`src/source/rp_bus_pkg.sv`:
```
// system bus definitions shared by the decoder and every register block
// one master, one outstanding access, ack one cycle after the strobe
// address is split into a region index and an offset inside the region;
// the region index sits right above the SYS_SW offset bits
// no byte enables, every write covers the whole register

package rp_bus_pkg;

  ////////////////////////////////////////////////////////////
  // widths and address split
  ////////////////////////////////////////////////////////////

  localparam int unsigned SYS_AW = 32;  // address width
  localparam int unsigned SYS_DW = 32;  // data width
  localparam int unsigned SYS_RN = 16;  // decoder regions
  localparam int unsigned SYS_SW = 18;  // offset bits per region

  ////////////////////////////////////////////////////////////
  // request and response
  ////////////////////////////////////////////////////////////

  typedef struct packed {
    logic [SYS_AW-1:0] addr;   // byte address
    logic [SYS_DW-1:0] wdata;  // write data
    logic              wen;    // write strobe, single cycle
    logic              ren;    // read strobe, single cycle
  } sys_req_t;

  typedef struct packed {
    logic [SYS_DW-1:0] rdata;  // valid with ack on reads
    logic              ack;    // one cycle after the strobe
    logic              err;    // bad region or bad offset
  } sys_rsp_t;

endpackage

```
`src/source/rp_io_pkg.sv`:
```
// analog IO definitions: ADC/DAC samples and PDM levels
// samples are 14-bit two's complement on both ADC and DAC side
// the two low ADC bits are reserved and get cleared in the frontend
// PDM levels are unsigned, a level of N gives N ones per 2^PDM_DWC clocks

package rp_io_pkg;

  ////////////////////////////////////////////////////////////
  // fast analog channels
  ////////////////////////////////////////////////////////////

  localparam int unsigned MNA = 2;  // ADC channels
  localparam int unsigned MNG = 2;  // DAC channels

  localparam int unsigned SMP_W = 14;  // sample width

  // shared by acquire and generate paths
  typedef logic signed [SMP_W-1:0] sample_t;

  ////////////////////////////////////////////////////////////
  // slow analog outputs (PDM)
  ////////////////////////////////////////////////////////////

  localparam int unsigned PDM_CHN = 4;  // outputs
  localparam int unsigned PDM_DWC = 8;  // level width

  typedef logic [PDM_DWC-1:0] pdm_lvl_t;  // unsigned level

endpackage

```
`src/source/sys_bus_decoder.sv`:
```
// system bus decoder, one master to RN regions
// region index is taken from the address bits right above SW offset bits
// forwarded addresses carry the offset only, region bits are cleared
// regions not set in MAP are answered here with ack and err, rdata zero
// expects one outstanding access at a time, checked below

`timescale 1ns/1ps

module sys_bus_decoder #(
  parameter int unsigned SW  = 18,      // offset bits
  parameter int unsigned RN  = 16,      // regions
  parameter logic [RN-1:0] MAP = '1     // mapped regions
)(
  input  logic                                adc_clk,
  input  logic                                top_rst,
  // master side
  input  rp_bus_pkg::sys_req_t                req_i,
  output rp_bus_pkg::sys_rsp_t                rsp_o,
  // region side
  output rp_bus_pkg::sys_req_t [RN-1:0]       req_o,
  input  rp_bus_pkg::sys_rsp_t [RN-1:0]       rsp_i
);

  localparam int unsigned IW = $clog2(RN);  // region index bits
  localparam int unsigned AW = rp_bus_pkg::SYS_AW;

  logic [IW-1:0] idx;     // region of current request
  logic          stb;     // any strobe
  logic          umap;    // strobe to unmapped region
  logic [IW-1:0] sel_q;   // region of pending response
  logic          pend_q;  // strobe seen last cycle
  logic          umap_q;  // local error answer due

  assign idx  = req_i.addr[SW +: IW];
  assign stb  = req_i.wen | req_i.ren;
  assign umap = stb & ~MAP[idx];

  // fan out, strobes go to a single mapped region
  always_comb begin
    for (int r = 0; r < RN; r++) begin
      req_o[r].addr  = {{(AW-SW){1'b0}}, req_i.addr[SW-1:0]};  // offset only
      req_o[r].wdata = req_i.wdata;
      req_o[r].wen   = req_i.wen & MAP[r] & (idx == IW'(r));
      req_o[r].ren   = req_i.ren & MAP[r] & (idx == IW'(r));
    end
  end

  // remember where the answer comes from
  always_ff @(posedge adc_clk, posedge top_rst) begin
    if (top_rst) begin
      sel_q  <= '0;
      pend_q <= 1'b0;
      umap_q <= 1'b0;
    end else begin
      pend_q <= stb;
      umap_q <= umap;
      if (stb) sel_q <= idx;  // hold between accesses
    end
  end

  // response mux
  always_comb begin
    if (umap_q) begin
      rsp_o.rdata = '0;     // nothing behind this region
      rsp_o.ack   = 1'b1;
      rsp_o.err   = 1'b1;
    end else if (pend_q) begin
      rsp_o = rsp_i[sel_q];
    end else begin
      rsp_o = '0;           // idle bus reads as zero
    end
  end

  ////////////////////////////////////////////////////////////
  // protocol checks
  ////////////////////////////////////////////////////////////

  a_one_strobe: assert property (@(posedge adc_clk) disable iff (top_rst)
    !(req_i.wen && req_i.ren))
    else $error("read and write strobe together");

  // ack comes back one cycle later, so back to back strobes mean no wait
  a_no_overlap: assert property (@(posedge adc_clk) disable iff (top_rst)
    stb |=> !stb)
    else $error("new strobe while response pending");

endmodule

```
`src/source/mux_ctl_regs.sv`:
```
// loopback multiplexer control, one register at offset 0
// bit i set routes DAC channel i back into ADC channel i
// any other offset answers err, reads there return zero

`timescale 1ns/1ps

module mux_ctl_regs (
  input  logic                         adc_clk,
  input  logic                         top_rst,
  // bus
  input  rp_bus_pkg::sys_req_t         req_i,
  output rp_bus_pkg::sys_rsp_t         rsp_o,
  // loopback select, one bit per ADC channel
  output logic [rp_io_pkg::MNA-1:0]    mux_loop_o
);

  localparam int unsigned MNA = rp_io_pkg::MNA;
  localparam int unsigned DW  = rp_bus_pkg::SYS_DW;

  logic hit;  // offset 0, low addr bits ignored

  assign hit = (req_i.addr[rp_bus_pkg::SYS_AW-1:2] == '0);

  ////////////////////////////////////////////////////////////
  // register and response
  ////////////////////////////////////////////////////////////

  always_ff @(posedge adc_clk, posedge top_rst) begin
    if (top_rst) begin
      mux_loop_o <= '0;
      rsp_o      <= '0;
    end else begin
      rsp_o.ack <= req_i.wen | req_i.ren;         // always one cycle
      rsp_o.err <= (req_i.wen | req_i.ren) & ~hit;
      if (req_i.wen && hit) mux_loop_o <= req_i.wdata[MNA-1:0];
      // zero extended readback
      if (req_i.ren && hit) rsp_o.rdata <= {{(DW-MNA){1'b0}}, mux_loop_o};
      else                  rsp_o.rdata <= '0;
    end
  end

endmodule

```
`src/source/reg_array.sv`:
```
// bank of RN read/write registers, each of payload type RT
// register index is the byte offset divided by 4
// writes keep the low $bits(RT) bits of wdata
// reads sign extend a signed RT and zero extend an unsigned one
// index RN or above answers err, read data zero

`timescale 1ns/1ps

module reg_array #(
  parameter type         RT = logic [7:0],  // payload
  parameter int unsigned RN = 4             // registers
)(
  input  logic                  adc_clk,
  input  logic                  top_rst,
  // bus
  input  rp_bus_pkg::sys_req_t  req_i,
  output rp_bus_pkg::sys_rsp_t  rsp_o,
  // register values
  output RT [RN-1:0]            val_o
);

  localparam int unsigned DW = rp_bus_pkg::SYS_DW;
  localparam int unsigned AW = rp_bus_pkg::SYS_AW;
  localparam int unsigned IW = (RN > 1) ? $clog2(RN) : 1;
  localparam int unsigned VW = $bits(RT);

  logic [AW-3:0] idx;     // word index
  logic          hit;     // index inside the bank
  logic [IW-1:0] sel;     // bank select
  RT             rd_val;  // value under read

  assign idx    = req_i.addr[AW-1:2];
  assign hit    = (idx < RN);
  assign sel    = idx[IW-1:0];
  assign rd_val = val_o[sel];

  always_ff @(posedge adc_clk, posedge top_rst) begin
    if (top_rst) begin
      val_o <= '0;
      rsp_o <= '0;
    end else begin
      rsp_o.ack <= req_i.wen | req_i.ren;
      rsp_o.err <= (req_i.wen | req_i.ren) & ~hit;  // past the last register
      if (req_i.wen && hit) val_o[sel] <= RT'(req_i.wdata[VW-1:0]);  // truncate
      // size cast keeps the sign of RT
      if (req_i.ren && hit) rsp_o.rdata <= DW'(rd_val);
      else                  rsp_o.rdata <= '0;
    end
  end

  // the master waits for ack, so acks never come back to back
  a_ack_single: assert property (@(posedge adc_clk) disable iff (top_rst)
    rsp_o.ack |=> !rsp_o.ack)
    else $error("ack high two cycles running");

endmodule

```
`src/source/pdm_mod.sv`:
```
// first order sigma-delta PDM, one output bit per channel
// each cycle the level is added to a DWC bit accumulator, the carry is the output
// with a constant level L there are exactly L ones in any 2^DWC cycle window
// a level of zero keeps the output low, full scale is 2^DWC-1 of 2^DWC

`timescale 1ns/1ps

module pdm_mod #(
  parameter int unsigned CHN = 4,  // channels
  parameter int unsigned DWC = 8   // level width
)(
  input  logic                     adc_clk,
  input  logic                     top_rst,
  // levels, unsigned
  input  logic [CHN-1:0][DWC-1:0]  lvl_i,
  // modulated outputs
  output logic [CHN-1:0]           pdm_o
);

  logic [CHN-1:0][DWC-1:0] acc_q;  // accumulators
  logic [CHN-1:0][DWC  :0] sum;    // carry in the top bit

  ////////////////////////////////////////////////////////////
  // accumulate
  ////////////////////////////////////////////////////////////

  always_comb begin
    for (int c = 0; c < CHN; c++) begin
      sum[c] = {1'b0, acc_q[c]} + {1'b0, lvl_i[c]};
    end
  end

  always_ff @(posedge adc_clk, posedge top_rst) begin
    if (top_rst) begin
      acc_q <= '0;
      pdm_o <= '0;   // outputs low in reset
    end else begin
      for (int c = 0; c < CHN; c++) begin
        acc_q[c] <= sum[c][DWC-1:0];  // wraps modulo 2^DWC
        pdm_o[c] <= sum[c][DWC];      // overflow is the pulse
      end
    end
  end

endmodule

```
`src/source/adc_frontend.sv`:
```
// ADC sample path, samples arrive parallel on adc_clk
// one register stage per channel, the two reserved low bits read as zero
// loopback bit set: the channel shows the DAC value, combinational, no delay
// the sample register behaves as an IO register and has no reset,
// so adc_sample_o is undefined for one cycle after power up

`timescale 1ns/1ps

module adc_frontend #(
  parameter int unsigned CHN = 2  // channels
)(
  input  logic                              adc_clk,
  // raw samples
  input  rp_io_pkg::sample_t [CHN-1:0]      adc_dat_i,
  // loopback select and source
  input  logic [CHN-1:0]                    loop_i,
  input  rp_io_pkg::sample_t [CHN-1:0]      dac_i,
  // samples toward acquisition
  output rp_io_pkg::sample_t [CHN-1:0]      sample_o
);

  localparam int unsigned SW = $bits(rp_io_pkg::sample_t);

  rp_io_pkg::sample_t [CHN-1:0] raw_q;  // registered samples

  ////////////////////////////////////////////////////////////
  // IO registers
  ////////////////////////////////////////////////////////////

  always_ff @(posedge adc_clk) begin
    for (int i = 0; i < CHN; i++) begin
      raw_q[i] <= {adc_dat_i[i][SW-1:2], 2'b00};  // reserved bits cleared
    end
  end

  // digital loopback
  always_comb begin
    for (int i = 0; i < CHN; i++) begin
      sample_o[i] = loop_i[i] ? dac_i[i] : raw_q[i];
    end
  end

endmodule

```
`src/source/rp_top.sv`:
```
// digital core of the board top, everything on adc_clk
// top_rst is asynchronous, active high, release should be synchronous to adc_clk
// bus regions: 1 loopback mux, 5 PDM levels, 7 DAC levels, others answer err
// DAC data comes straight from the level registers, no generator behind it
// dac_reset_o is held while top_rst is high and drops one edge after release

`timescale 1ns/1ps

module rp_top (
  input  logic                                   adc_clk,
  input  logic                                   top_rst,
  // system bus master port
  input  rp_bus_pkg::sys_req_t                   sys_req_i,
  output rp_bus_pkg::sys_rsp_t                   sys_rsp_o,
  // ADC
  input  rp_io_pkg::sample_t [rp_io_pkg::MNA-1:0] adc_dat_i,
  output rp_io_pkg::sample_t [rp_io_pkg::MNA-1:0] adc_sample_o,
  // DAC
  output rp_io_pkg::sample_t [rp_io_pkg::MNG-1:0] dac_dat_o,
  output logic                                   dac_reset_o,
  // PDM analog outputs
  output logic [rp_io_pkg::PDM_CHN-1:0]          dac_pwm_o
);

  ////////////////////////////////////////////////////////////
  // region numbering
  ////////////////////////////////////////////////////////////

  localparam int unsigned RN      = rp_bus_pkg::SYS_RN;
  localparam int unsigned REG_MUX = 1;  // loopback control
  localparam int unsigned REG_PDM = 5;  // PDM levels
  localparam int unsigned REG_DAC = 7;  // DAC levels

  localparam logic [RN-1:0] MAP = (RN'(1) << REG_MUX)
                                | (RN'(1) << REG_PDM)
                                | (RN'(1) << REG_DAC);

  rp_bus_pkg::sys_req_t [RN-1:0] sys_req;  // per region
  rp_bus_pkg::sys_rsp_t [RN-1:0] sys_rsp;

  logic [rp_io_pkg::MNA-1:0]                  mux_loop;  // digital loopback
  rp_io_pkg::pdm_lvl_t [rp_io_pkg::PDM_CHN-1:0] pdm_lvl;
  rp_io_pkg::sample_t  [rp_io_pkg::MNG-1:0]   dac_lvl;

  ////////////////////////////////////////////////////////////
  // bus decoder
  ////////////////////////////////////////////////////////////

  sys_bus_decoder #(
    .SW  (rp_bus_pkg::SYS_SW),
    .RN  (RN),
    .MAP (MAP)
  ) i_dec (
    .adc_clk (adc_clk),
    .top_rst (top_rst),
    .req_i   (sys_req_i),
    .rsp_o   (sys_rsp_o),
    .req_o   (sys_req),
    .rsp_i   (sys_rsp)
  );

  // regions without a peer stay silent, the decoder answers them
  for (genvar r = 0; r < RN; r++) begin : g_idle
    if (!MAP[r]) begin : g_stub
      assign sys_rsp[r] = '0;
    end
  end

  ////////////////////////////////////////////////////////////
  // register blocks
  ////////////////////////////////////////////////////////////

  mux_ctl_regs i_mux (
    .adc_clk    (adc_clk),
    .top_rst    (top_rst),
    .req_i      (sys_req[REG_MUX]),
    .rsp_o      (sys_rsp[REG_MUX]),
    .mux_loop_o (mux_loop)
  );

  reg_array #(
    .RT (rp_io_pkg::pdm_lvl_t),
    .RN (rp_io_pkg::PDM_CHN)
  ) i_pdm_regs (
    .adc_clk (adc_clk),
    .top_rst (top_rst),
    .req_i   (sys_req[REG_PDM]),
    .rsp_o   (sys_rsp[REG_PDM]),
    .val_o   (pdm_lvl)
  );

  reg_array #(
    .RT (rp_io_pkg::sample_t),
    .RN (rp_io_pkg::MNG)
  ) i_dac_regs (
    .adc_clk (adc_clk),
    .top_rst (top_rst),
    .req_i   (sys_req[REG_DAC]),
    .rsp_o   (sys_rsp[REG_DAC]),
    .val_o   (dac_lvl)
  );

  assign dac_dat_o = dac_lvl;  // changes with the write ack

  ////////////////////////////////////////////////////////////
  // analog paths
  ////////////////////////////////////////////////////////////

  pdm_mod #(
    .CHN (rp_io_pkg::PDM_CHN),
    .DWC (rp_io_pkg::PDM_DWC)
  ) i_pdm (
    .adc_clk (adc_clk),
    .top_rst (top_rst),
    .lvl_i   (pdm_lvl),
    .pdm_o   (dac_pwm_o)
  );

  adc_frontend #(
    .CHN (rp_io_pkg::MNA)
  ) i_adc (
    .adc_clk   (adc_clk),
    .adc_dat_i (adc_dat_i),
    .loop_i    (mux_loop),
    .dac_i     (dac_lvl),     // loopback source, MNA == MNG
    .sample_o  (adc_sample_o)
  );

  // DAC reset, released one edge after top_rst
  always_ff @(posedge adc_clk, posedge top_rst) begin
    if (top_rst) dac_reset_o <= 1'b1;
    else         dac_reset_o <= 1'b0;
  end

endmodule

```
`config.mk`:
```
export PLATFORM = sky130hd
export DESIGN_NAME = rp_top
export DESIGN_NICKNAME = d
export VERILOG_FILES = /design/src/source/rp_bus_pkg.sv /design/src/source/rp_io_pkg.sv /design/src/source/sys_bus_decoder.sv /design/src/source/mux_ctl_regs.sv /design/src/source/reg_array.sv /design/src/source/pdm_mod.sv /design/src/source/adc_frontend.sv /design/src/source/rp_top.sv
export SDC_FILE = /design/constraint.sdc
export NUM_CORES = 1
export LEC_CHECK = 0
export BUFFER_PORTS_ARGS = -buffer_cell sky130_fd_sc_hd__buf_4
export CORE_UTILIZATION = 57
export DETAILED_ROUTE_END_ITERATION = 10
export PLACE_DENSITY = 0.85
export SYNTH_ARGS = -nofsm -noshare
export SYNTH_HDL_FRONTEND = slang
export SYNTH_SLANG_ARGS = --single-unit
```
`constraint.sdc`:
```
create_clock -name adc_clk -period 8.9 [get_ports adc_clk]
set_input_delay 0.89 -clock adc_clk [delete_from_list [all_inputs] [get_ports adc_clk]]
set_output_delay 0.89 -clock adc_clk [all_outputs]
set_load 0.01 [all_outputs]
```
==> key figures, run 1 <==
Yosys
  • Area fraction of the dominant cell type after synthesis: 45.5%
  • Top post-synthesis cells by count: 134 x dfrtp_1, 78 x mux2_2, 37 x nor2_1
  • Distinct cells, synth: 53
  • Most common cell in the netlist: dfrtp_1
  • Syn Area/Cell: 13.3 µm²
  • Post-Syn Area: 7370 µm²
  • Area leader, netlist: dfrtp_1
  • Post-synthesis sequential area ratio: 52.3%
  • Post-synth EDFFs: 0
  • Synth area leaders: dfrtp_1 45%, mux2_2 12%, dfxtp_1 6.5%
  • Yosys warns: 0
  • Syn Nets: 687
  • Yosys reg bits: 159
  • Mapped Cells: 555
  • Most used DFF post-synth: dfrtp_1
  • Post-synth ARST share: 84.9%

Routing
  • Initial DRC Count: 330
  • Vias: 4914
  • Antenna-violating nets left: 0
  • Routed length per instance: 19.0 µm
  • Routed WL: 16.7 mm
  • DR pass1 iterations: 4
  • DRC: 0
  • Via/cell ratio: 5.57

Run
  • Max-cap viol count: 0

Floorplan
  • Initial core utilization: 58.4%
  • # IOs: 191
  • Width of the die: 116 µm
  • CORE AREA: 12600 µm²
  • Die Ht: 116 µm
  • Die area: 13400 µm²
  • Row cnt: 41

Global route
  • Vias in the first global route: 5073
  • GR Overflow Total: 0
  • Largest net degree at the start of global routing: 76
  • Global Route Usage Sum: 26.3%
  • First-pass GRT wire length: 26.1 mm
  • Initial antenna violation count: 0

Worst setup path
  • Startpoint Class: flip-flop
  • Worst-path maximum fanout: 19
  • CP endpoint kind: output port
  • Critical Path AT: 2.25 ns
  • CP Data Required Time: 8.01 ns
  • Crit Path Class: flip-flop to output port

Place
  • Placed cell area: 8530 µm²
  • Placer Congestion: 0.836
  • PortBufs: 156
  • Hpwl dp: 11.9 mm

Layout
  • Nets: 829
  • Seq. cell area: 3860 µm²
  • Fillcell total: 829
  • Antenna Cells: 0
  • Final instance area: 9130 µm²
  • Area of the multi-input gates: 3240 µm²
  • Layout area overhead: 23.8%
  • Fraction of layout cells with a size suffix above 1: 44.4%

Clocking
  • Postcts setup bufs: 0
  • Clock root cell: clkbuf_16
  • CTS Sinks: 159
  • Gates resized, CTS repair: 0
  • CTS Buf Count: 17
  • H-tree levels: 4
  • Worst-Skew Late Latency: 0.43 ns
  • CTS Hold Bufs: 0
  • Clock buffer depth: 2
  • CTS tree: built
  • Clock slew at reported path FFs: 0.06 ns

STA
  • Clock skew: 0.00646 ns
  • # setup viols final: 0
  • Part of the cycle the worst path needs: 35.3%
  • Hold Fails Final Rpt: 0
  • Hold WS: 0.491 ns
  • Worst-margin pin slew: 1.03 ns
  • TNS Setup: 0 ns
  • Worst rel slew slack: 31.0%
  • Max Freq: 319 MHz
  • Min Clock Period, post-route: 3.14 ns
  • RSZ-0062 raised after global routing: no
  • Max-slew violations: 0

Power
  • Pwr/cell area: 168 nW/µm²
  • Leak pwr: 4.79 nW
  • Peak supply drop: 0.000125 V

Status
  • Outcome: complete, no violations

Worst hold path
  • Worst Hold Class: flip-flop to flip-flop
## through the flow
| stage | worst slack (ns) | utilization, % | power, mW | instances |
|---|---|---|---|---|
| 2_1_floorplan | 4.40 | - | 0.784 | 555 |
| 3_3_place_gp | 5.87 | 67.6 | 0.825 | 850 |
| 3_5_place_dp | 5.77 | 67.6 | 0.828 | 850 |
| 4_1_cts | 5.71 | 72.3 | 1.54 | 882 |
| 5_1_grt | 5.54 | 72.3 | 1.58 | 882 |
| 6_report | 5.76 | 72.3 | 1.53 | 882 |
## cells in the final DEF, fill, tap and decap left out, drive strengths merged, types with 3 or more instances in the layout
master | synthesis | final
xnor2 | 16 | 16
ha | 32 | 32
a21o | 7 | 7
buf | 26 | 158
mux2 | 94 | 94
nand2 | 12 | 12
clkinv | 0 | 3
o31ai | 3 | 3
or2 | 4 | 4
dfrtp | 134 | 134
clkbuf | 9 | 24
a31oi | 4 | 4
nand3b | 3 | 3
o21ai | 3 | 3
dfxtp | 24 | 24
and3 | 16 | 16
nor2 | 37 | 37
a22oi | 4 | 4
a21oi | 21 | 21
mux4 | 8 | 8
fa | 4 | 4
nand4 | 5 | 5
and2 | 10 | 10
xor2 | 8 | 8
nor3 | 17 | 17
nor4 | 5 | 5
inv | 8 | 13
mux2i | 20 | 20
a211oi | 5 | 5
## layer usage
layer  track usage, %  vias up  part of all wire, %
met2             43.7      148                   52
met3             5.96       34                  5.1
met4             10.9        0                  2.3
li1                 -     2257                    -
met5                0        -                    0
met1             33.5     2475                   40
## flip-flops by register name, indices dropped and copies added, names as in the netlist
register / flops
i_pdm.acc_q: 32
i_pdm_regs.val_o: 32
i_dac_regs.val_o: 28
i_adc.raw_q: 24
i_dac_regs.rsp_o: 16
i_pdm_regs.rsp_o: 10
i_dec.sel_q: 4
i_mux.rsp_o: 4
i_pdm.pdm_o: 4
i_mux.mux_loop_o: 2
dac_reset_o: 1
i_dec.pend_q: 1
i_dec.umap_q: 1
## worst max-delay path: stages, from the launching register on
cell and delay [ns]:
dfrtp_1 0.37, nand3b_1 0.23, nor2_1 0.17, and2_1 0.25
and3_1 0.56, buf_4 0.23
## cell families after synthesis
kind of cell | synth area share, %
DFF | 52.3
adders and majority gates | 6.52
muxes | 20.3
and+or+nand+nor | 9.96
xor gates and xnor gates | 2.85
buffers and inverters | 3.75
AOI/OAI and AO/OA | 4.21
other | 0.0509
## report_power, final
group | switching, mW | internal, mW | total [mW]
logic | 0.0406 | 0.0380 | 0.0787
registers | 0.00581 | 0.730 | 0.736
clock network | 0.295 | 0.425 | 0.720
total | 0.341 | 1.19 | 1.53
## worst paths after layout
kind                                           from              endpoint  slack, ns  cells past startpoint
worst max-delay path                 i_dec.sel_q[3]         sys_rsp_o[31]       5.76                      5
worst min-delay path                 i_pdm.acc_q[8]        i_pdm.acc_q[8]       0.49                      1
worst max register to register  i_pdm_regs.val_o[8]       i_pdm.acc_q[14]       6.76                      7
worst min register to register       i_pdm.acc_q[8]        i_pdm.acc_q[8]       0.49                      1
max in group asynchronous                   top_rst  i_pdm_regs.val_o[23]       6.89                      3
min in group asynchronous                   top_rst        i_pdm.pdm_o[0]       0.61                      2
## area by class of cell
type	instances	share of cell area, %
inverter	8	0.356
clock buffer	24	5.87
multi-input combinational	353	35.5
tap	172	2.36
clock inverter	8	0.672
timing repair buffer	158	13.0
sequential	159	42.3
(Power assumes the default switching activity.)
==> run 2: changes to the inputs <==
Settings changed: ABC_AREA from default to 1, CORE_UTILIZATION 57 to 54, PLACE_DENSITY 0.85 to 0.81.
Clock period 8.9 ns to 3.04 ns, I/O delays scaled along.
==> key figures, run 2 <==
STA
  • Max Freq: 407 MHz
  • Hold Fails Final Rpt: 0
  • Worst rel slew slack: 48.3%
  • Min Clock Period, post-route: 2.46 ns
  • Max-slew violations: 0
  • Clock skew: 0.0109 ns
  • Worst-margin pin slew: 0.772 ns
  • TNS Setup: 0 ns
  • # setup viols final: 0
  • Part of the cycle the worst path needs: 80.9%
  • RSZ-0062 raised after global routing: no

Routing
  • Routed WL: 21.0 mm
  • DRC: 0
  • Vias: 7027
  • DR pass1 iterations: 6
  • Routed length per instance: 16.2 µm
  • Via/cell ratio: 5.41
  • Initial DRC Count: 728
  • Antenna-violating nets left: 0

Worst setup path
  • Crit Path Class: flip-flop to output port
  • Path depth of the worst reg2reg path: 7
  • Critical Path Max Stage Delay: 0.38 ns
  • Crit path depth: 5
  • CP Data Required Time: 2.74 ns
  • Startpoint Class: flip-flop
  • CP Cell Sequence: nor2_1 > nand4_1 > nor2_1 > buf_4 > buf_4
  • Worst-path maximum fanout: 14
  • CP Buf/Inv Count: 2
  • Slowest library cell on the worst path: dfrtp_1
  • CP endpoint kind: output port
  • Cell family with most CP delay: simple AND/OR/NAND/NOR gates
  • Critical Path AT: 2.16 ns

Clocking
  • Gates resized, CTS repair: 0
  • CTS Buf Count: 17
  • CTS tree: built
  • Worst-Skew Late Latency: 0.43 ns
  • Postcts setup bufs: 0
  • CTS Sinks: 159
  • Clock slew at reported path FFs: 0.06 ns
  • Clock buffer depth: 2
  • CTS Hold Bufs: 25
  • H-tree levels: 4
  • Clock root cell: clkbuf_16

Worst hold path
  • Hold Crit Depth: 2
  • Worst Hold Class: primary input to flip-flop

Place
  • Hpwl dp: 14.7 mm
  • Placed Instances: 1241
  • PortBufs: 156
  • Placer Congestion: 0.882

Yosys
  • Yosys reg bits: 159
  • Post-synthesis sequential area ratio: 49.4%
  • Post-synth ARST share: 84.9%
  • Yosys warns: 0
  • Most used DFF post-synth: dfrtp_1
  • Post-synth EDFFs: 0
  • Mapped Cells: 948
  • Synth area leaders: dfrtp_1 43%, nand2_1 13%, dfxtp_1 6.2%
  • Syn Nets: 1080
  • Post-Syn Area: 7810 µm²
  • Area fraction of the dominant cell type after synthesis: 42.9%
  • Syn Area/Cell: 8.24 µm²
  • Distinct cells, synth: 38
  • Top post-synthesis cells by count: 261 x nand2_1, 134 x dfrtp_1, 114 x inv_1
  • Most common cell in the netlist: nand2_1
  • Area leader, netlist: dfrtp_1

Floorplan
  • Row cnt: 43
  • Width of the die: 122 µm
  • # IOs: 191
  • Initial core utilization: 55.8%
  • Die Ht: 122 µm
  • CORE AREA: 14000 µm²
  • Die area: 14900 µm²

Global route
  • First-pass GRT wire length: 32.7 mm
  • GR Overflow Total: 0
  • Initial antenna violation count: 0
  • Largest net degree at the start of global routing: 82
  • Vias in the first global route: 6442
  • Global Route Usage Sum: 29.2%

Layout
  • Non-Filler Instances: 1298
  • Antenna Cells: 0
  • Fillcell total: 1092
  • Layout area overhead: 25.7%
  • Regs by FF count: i_pdm.acc_q: 32 flops, i_pdm_regs.val_o: 32 flops, i_dac_regs.val_o: 28 flops
  • Leading cell type in the layout, fill and taps excluded: nand2_1
  • Final core area utilization: 70.2%
  • Fraction of layout cells with a size suffix above 1: 19.5%
  • Nets: 1237
  • Most frequent cells in the layout: 261 x nand2_1, 160 x buf_4, 134 x dfrtp_1, 113 x inv_1, 74 x nor2_1

Power
  • Leak pwr: 5.35 nW
  • Pwr/cell area: 497 nW/µm²
  • Peak supply drop: 0.000446 V
  • Overall Power: 4.88 mW

Status
  • Outcome: complete, no violations

Run
  • Max-cap viol count: 0
## run 2: cell types whose count changed after synthesis, sizes merged, moves of 31 or more
| cell | change |
|---|---|
| o21ai | +31 |
| nand2 | +252 |
| inv | +110 |
| nor2 | +46 |
| nand3 | +53 |
| a21oi | +35 |
| mux2 | -94 |
## run 2: worst paths after layout
check                                      from              end  slack (ns)
max                              i_dec.sel_q[3]    sys_rsp_o[19]        0.58
max reg2reg                i_pdm_regs.val_o[16]  i_pdm.acc_q[22]        1.25
min                               sys_req_i[54]     i_dec.umap_q        0.08
max in group asynchronous               top_rst  i_pdm.acc_q[27]        1.77
min in group asynchronous               top_rst   i_pdm.acc_q[6]        0.47
min reg2reg                      i_pdm.acc_q[8]   i_pdm.acc_q[8]        0.48
## run 2: area by class of cell
class                           count  area (µm²)  area share [%]
Sequential cell                   159        3860            39.3
Multi-Input combinational cell    622        3220            32.8
Timing Repair Buffer              186        1470            15.0
Clock buffer                       19         464            4.73
Inverter                          119         450            4.59
Tap cell                          180         225            2.29
Clock inverter                     13         123            1.25
## run 2: cells by family after synthesis
logic type,Yosys count,synth area share (%)
XOR/XNOR,14,1.57
other,1,0.0480
buffers and inverters,167,9.29
AND/OR/NAND/NOR,469,26.6
AO/OA/AOI/OAI,102,6.87
flip-flops,159,49.4
adder cells (fa/ha/maj),36,6.15
## run 2: report_power, final
part	switching (mW)	internal [mW]	leakage, nW
Sequential	0.0267	2.18	1.92
Clock	0.894	1.21	0.294
Combinational	0.328	0.241	3.13
Total	1.25	3.63	5.35
## run 2: per-stage QoR
stage / hold slack, ns / setup WS [ns] / instance area [µm²]
finish: 0.0761 / 0.581 / 9820
global route: 0.0755 / 0.389 / 9820
CTS: 0.0665 / 0.534 / 9820
detailed placement: 0.373 / 0.985 / 8980
global placement: 0.373 / 1.02 / 8980
floorplan: 0.332 / 0.898 / 7810
## run 2: routing by layer
layer / wire length [µm] / share of wire [%] / track usage [%] / vias up
met4: 578 / 2.8 / 11.5 / 0
li1: - / - / - / 3323
met5: 0 / 0 / 0 / -
met3: 1800 / 8.5 / 6.88 / 50
met2: 9780 / 47 / 43.4 / 357
met1: 8860 / 42 / 41.2 / 3297
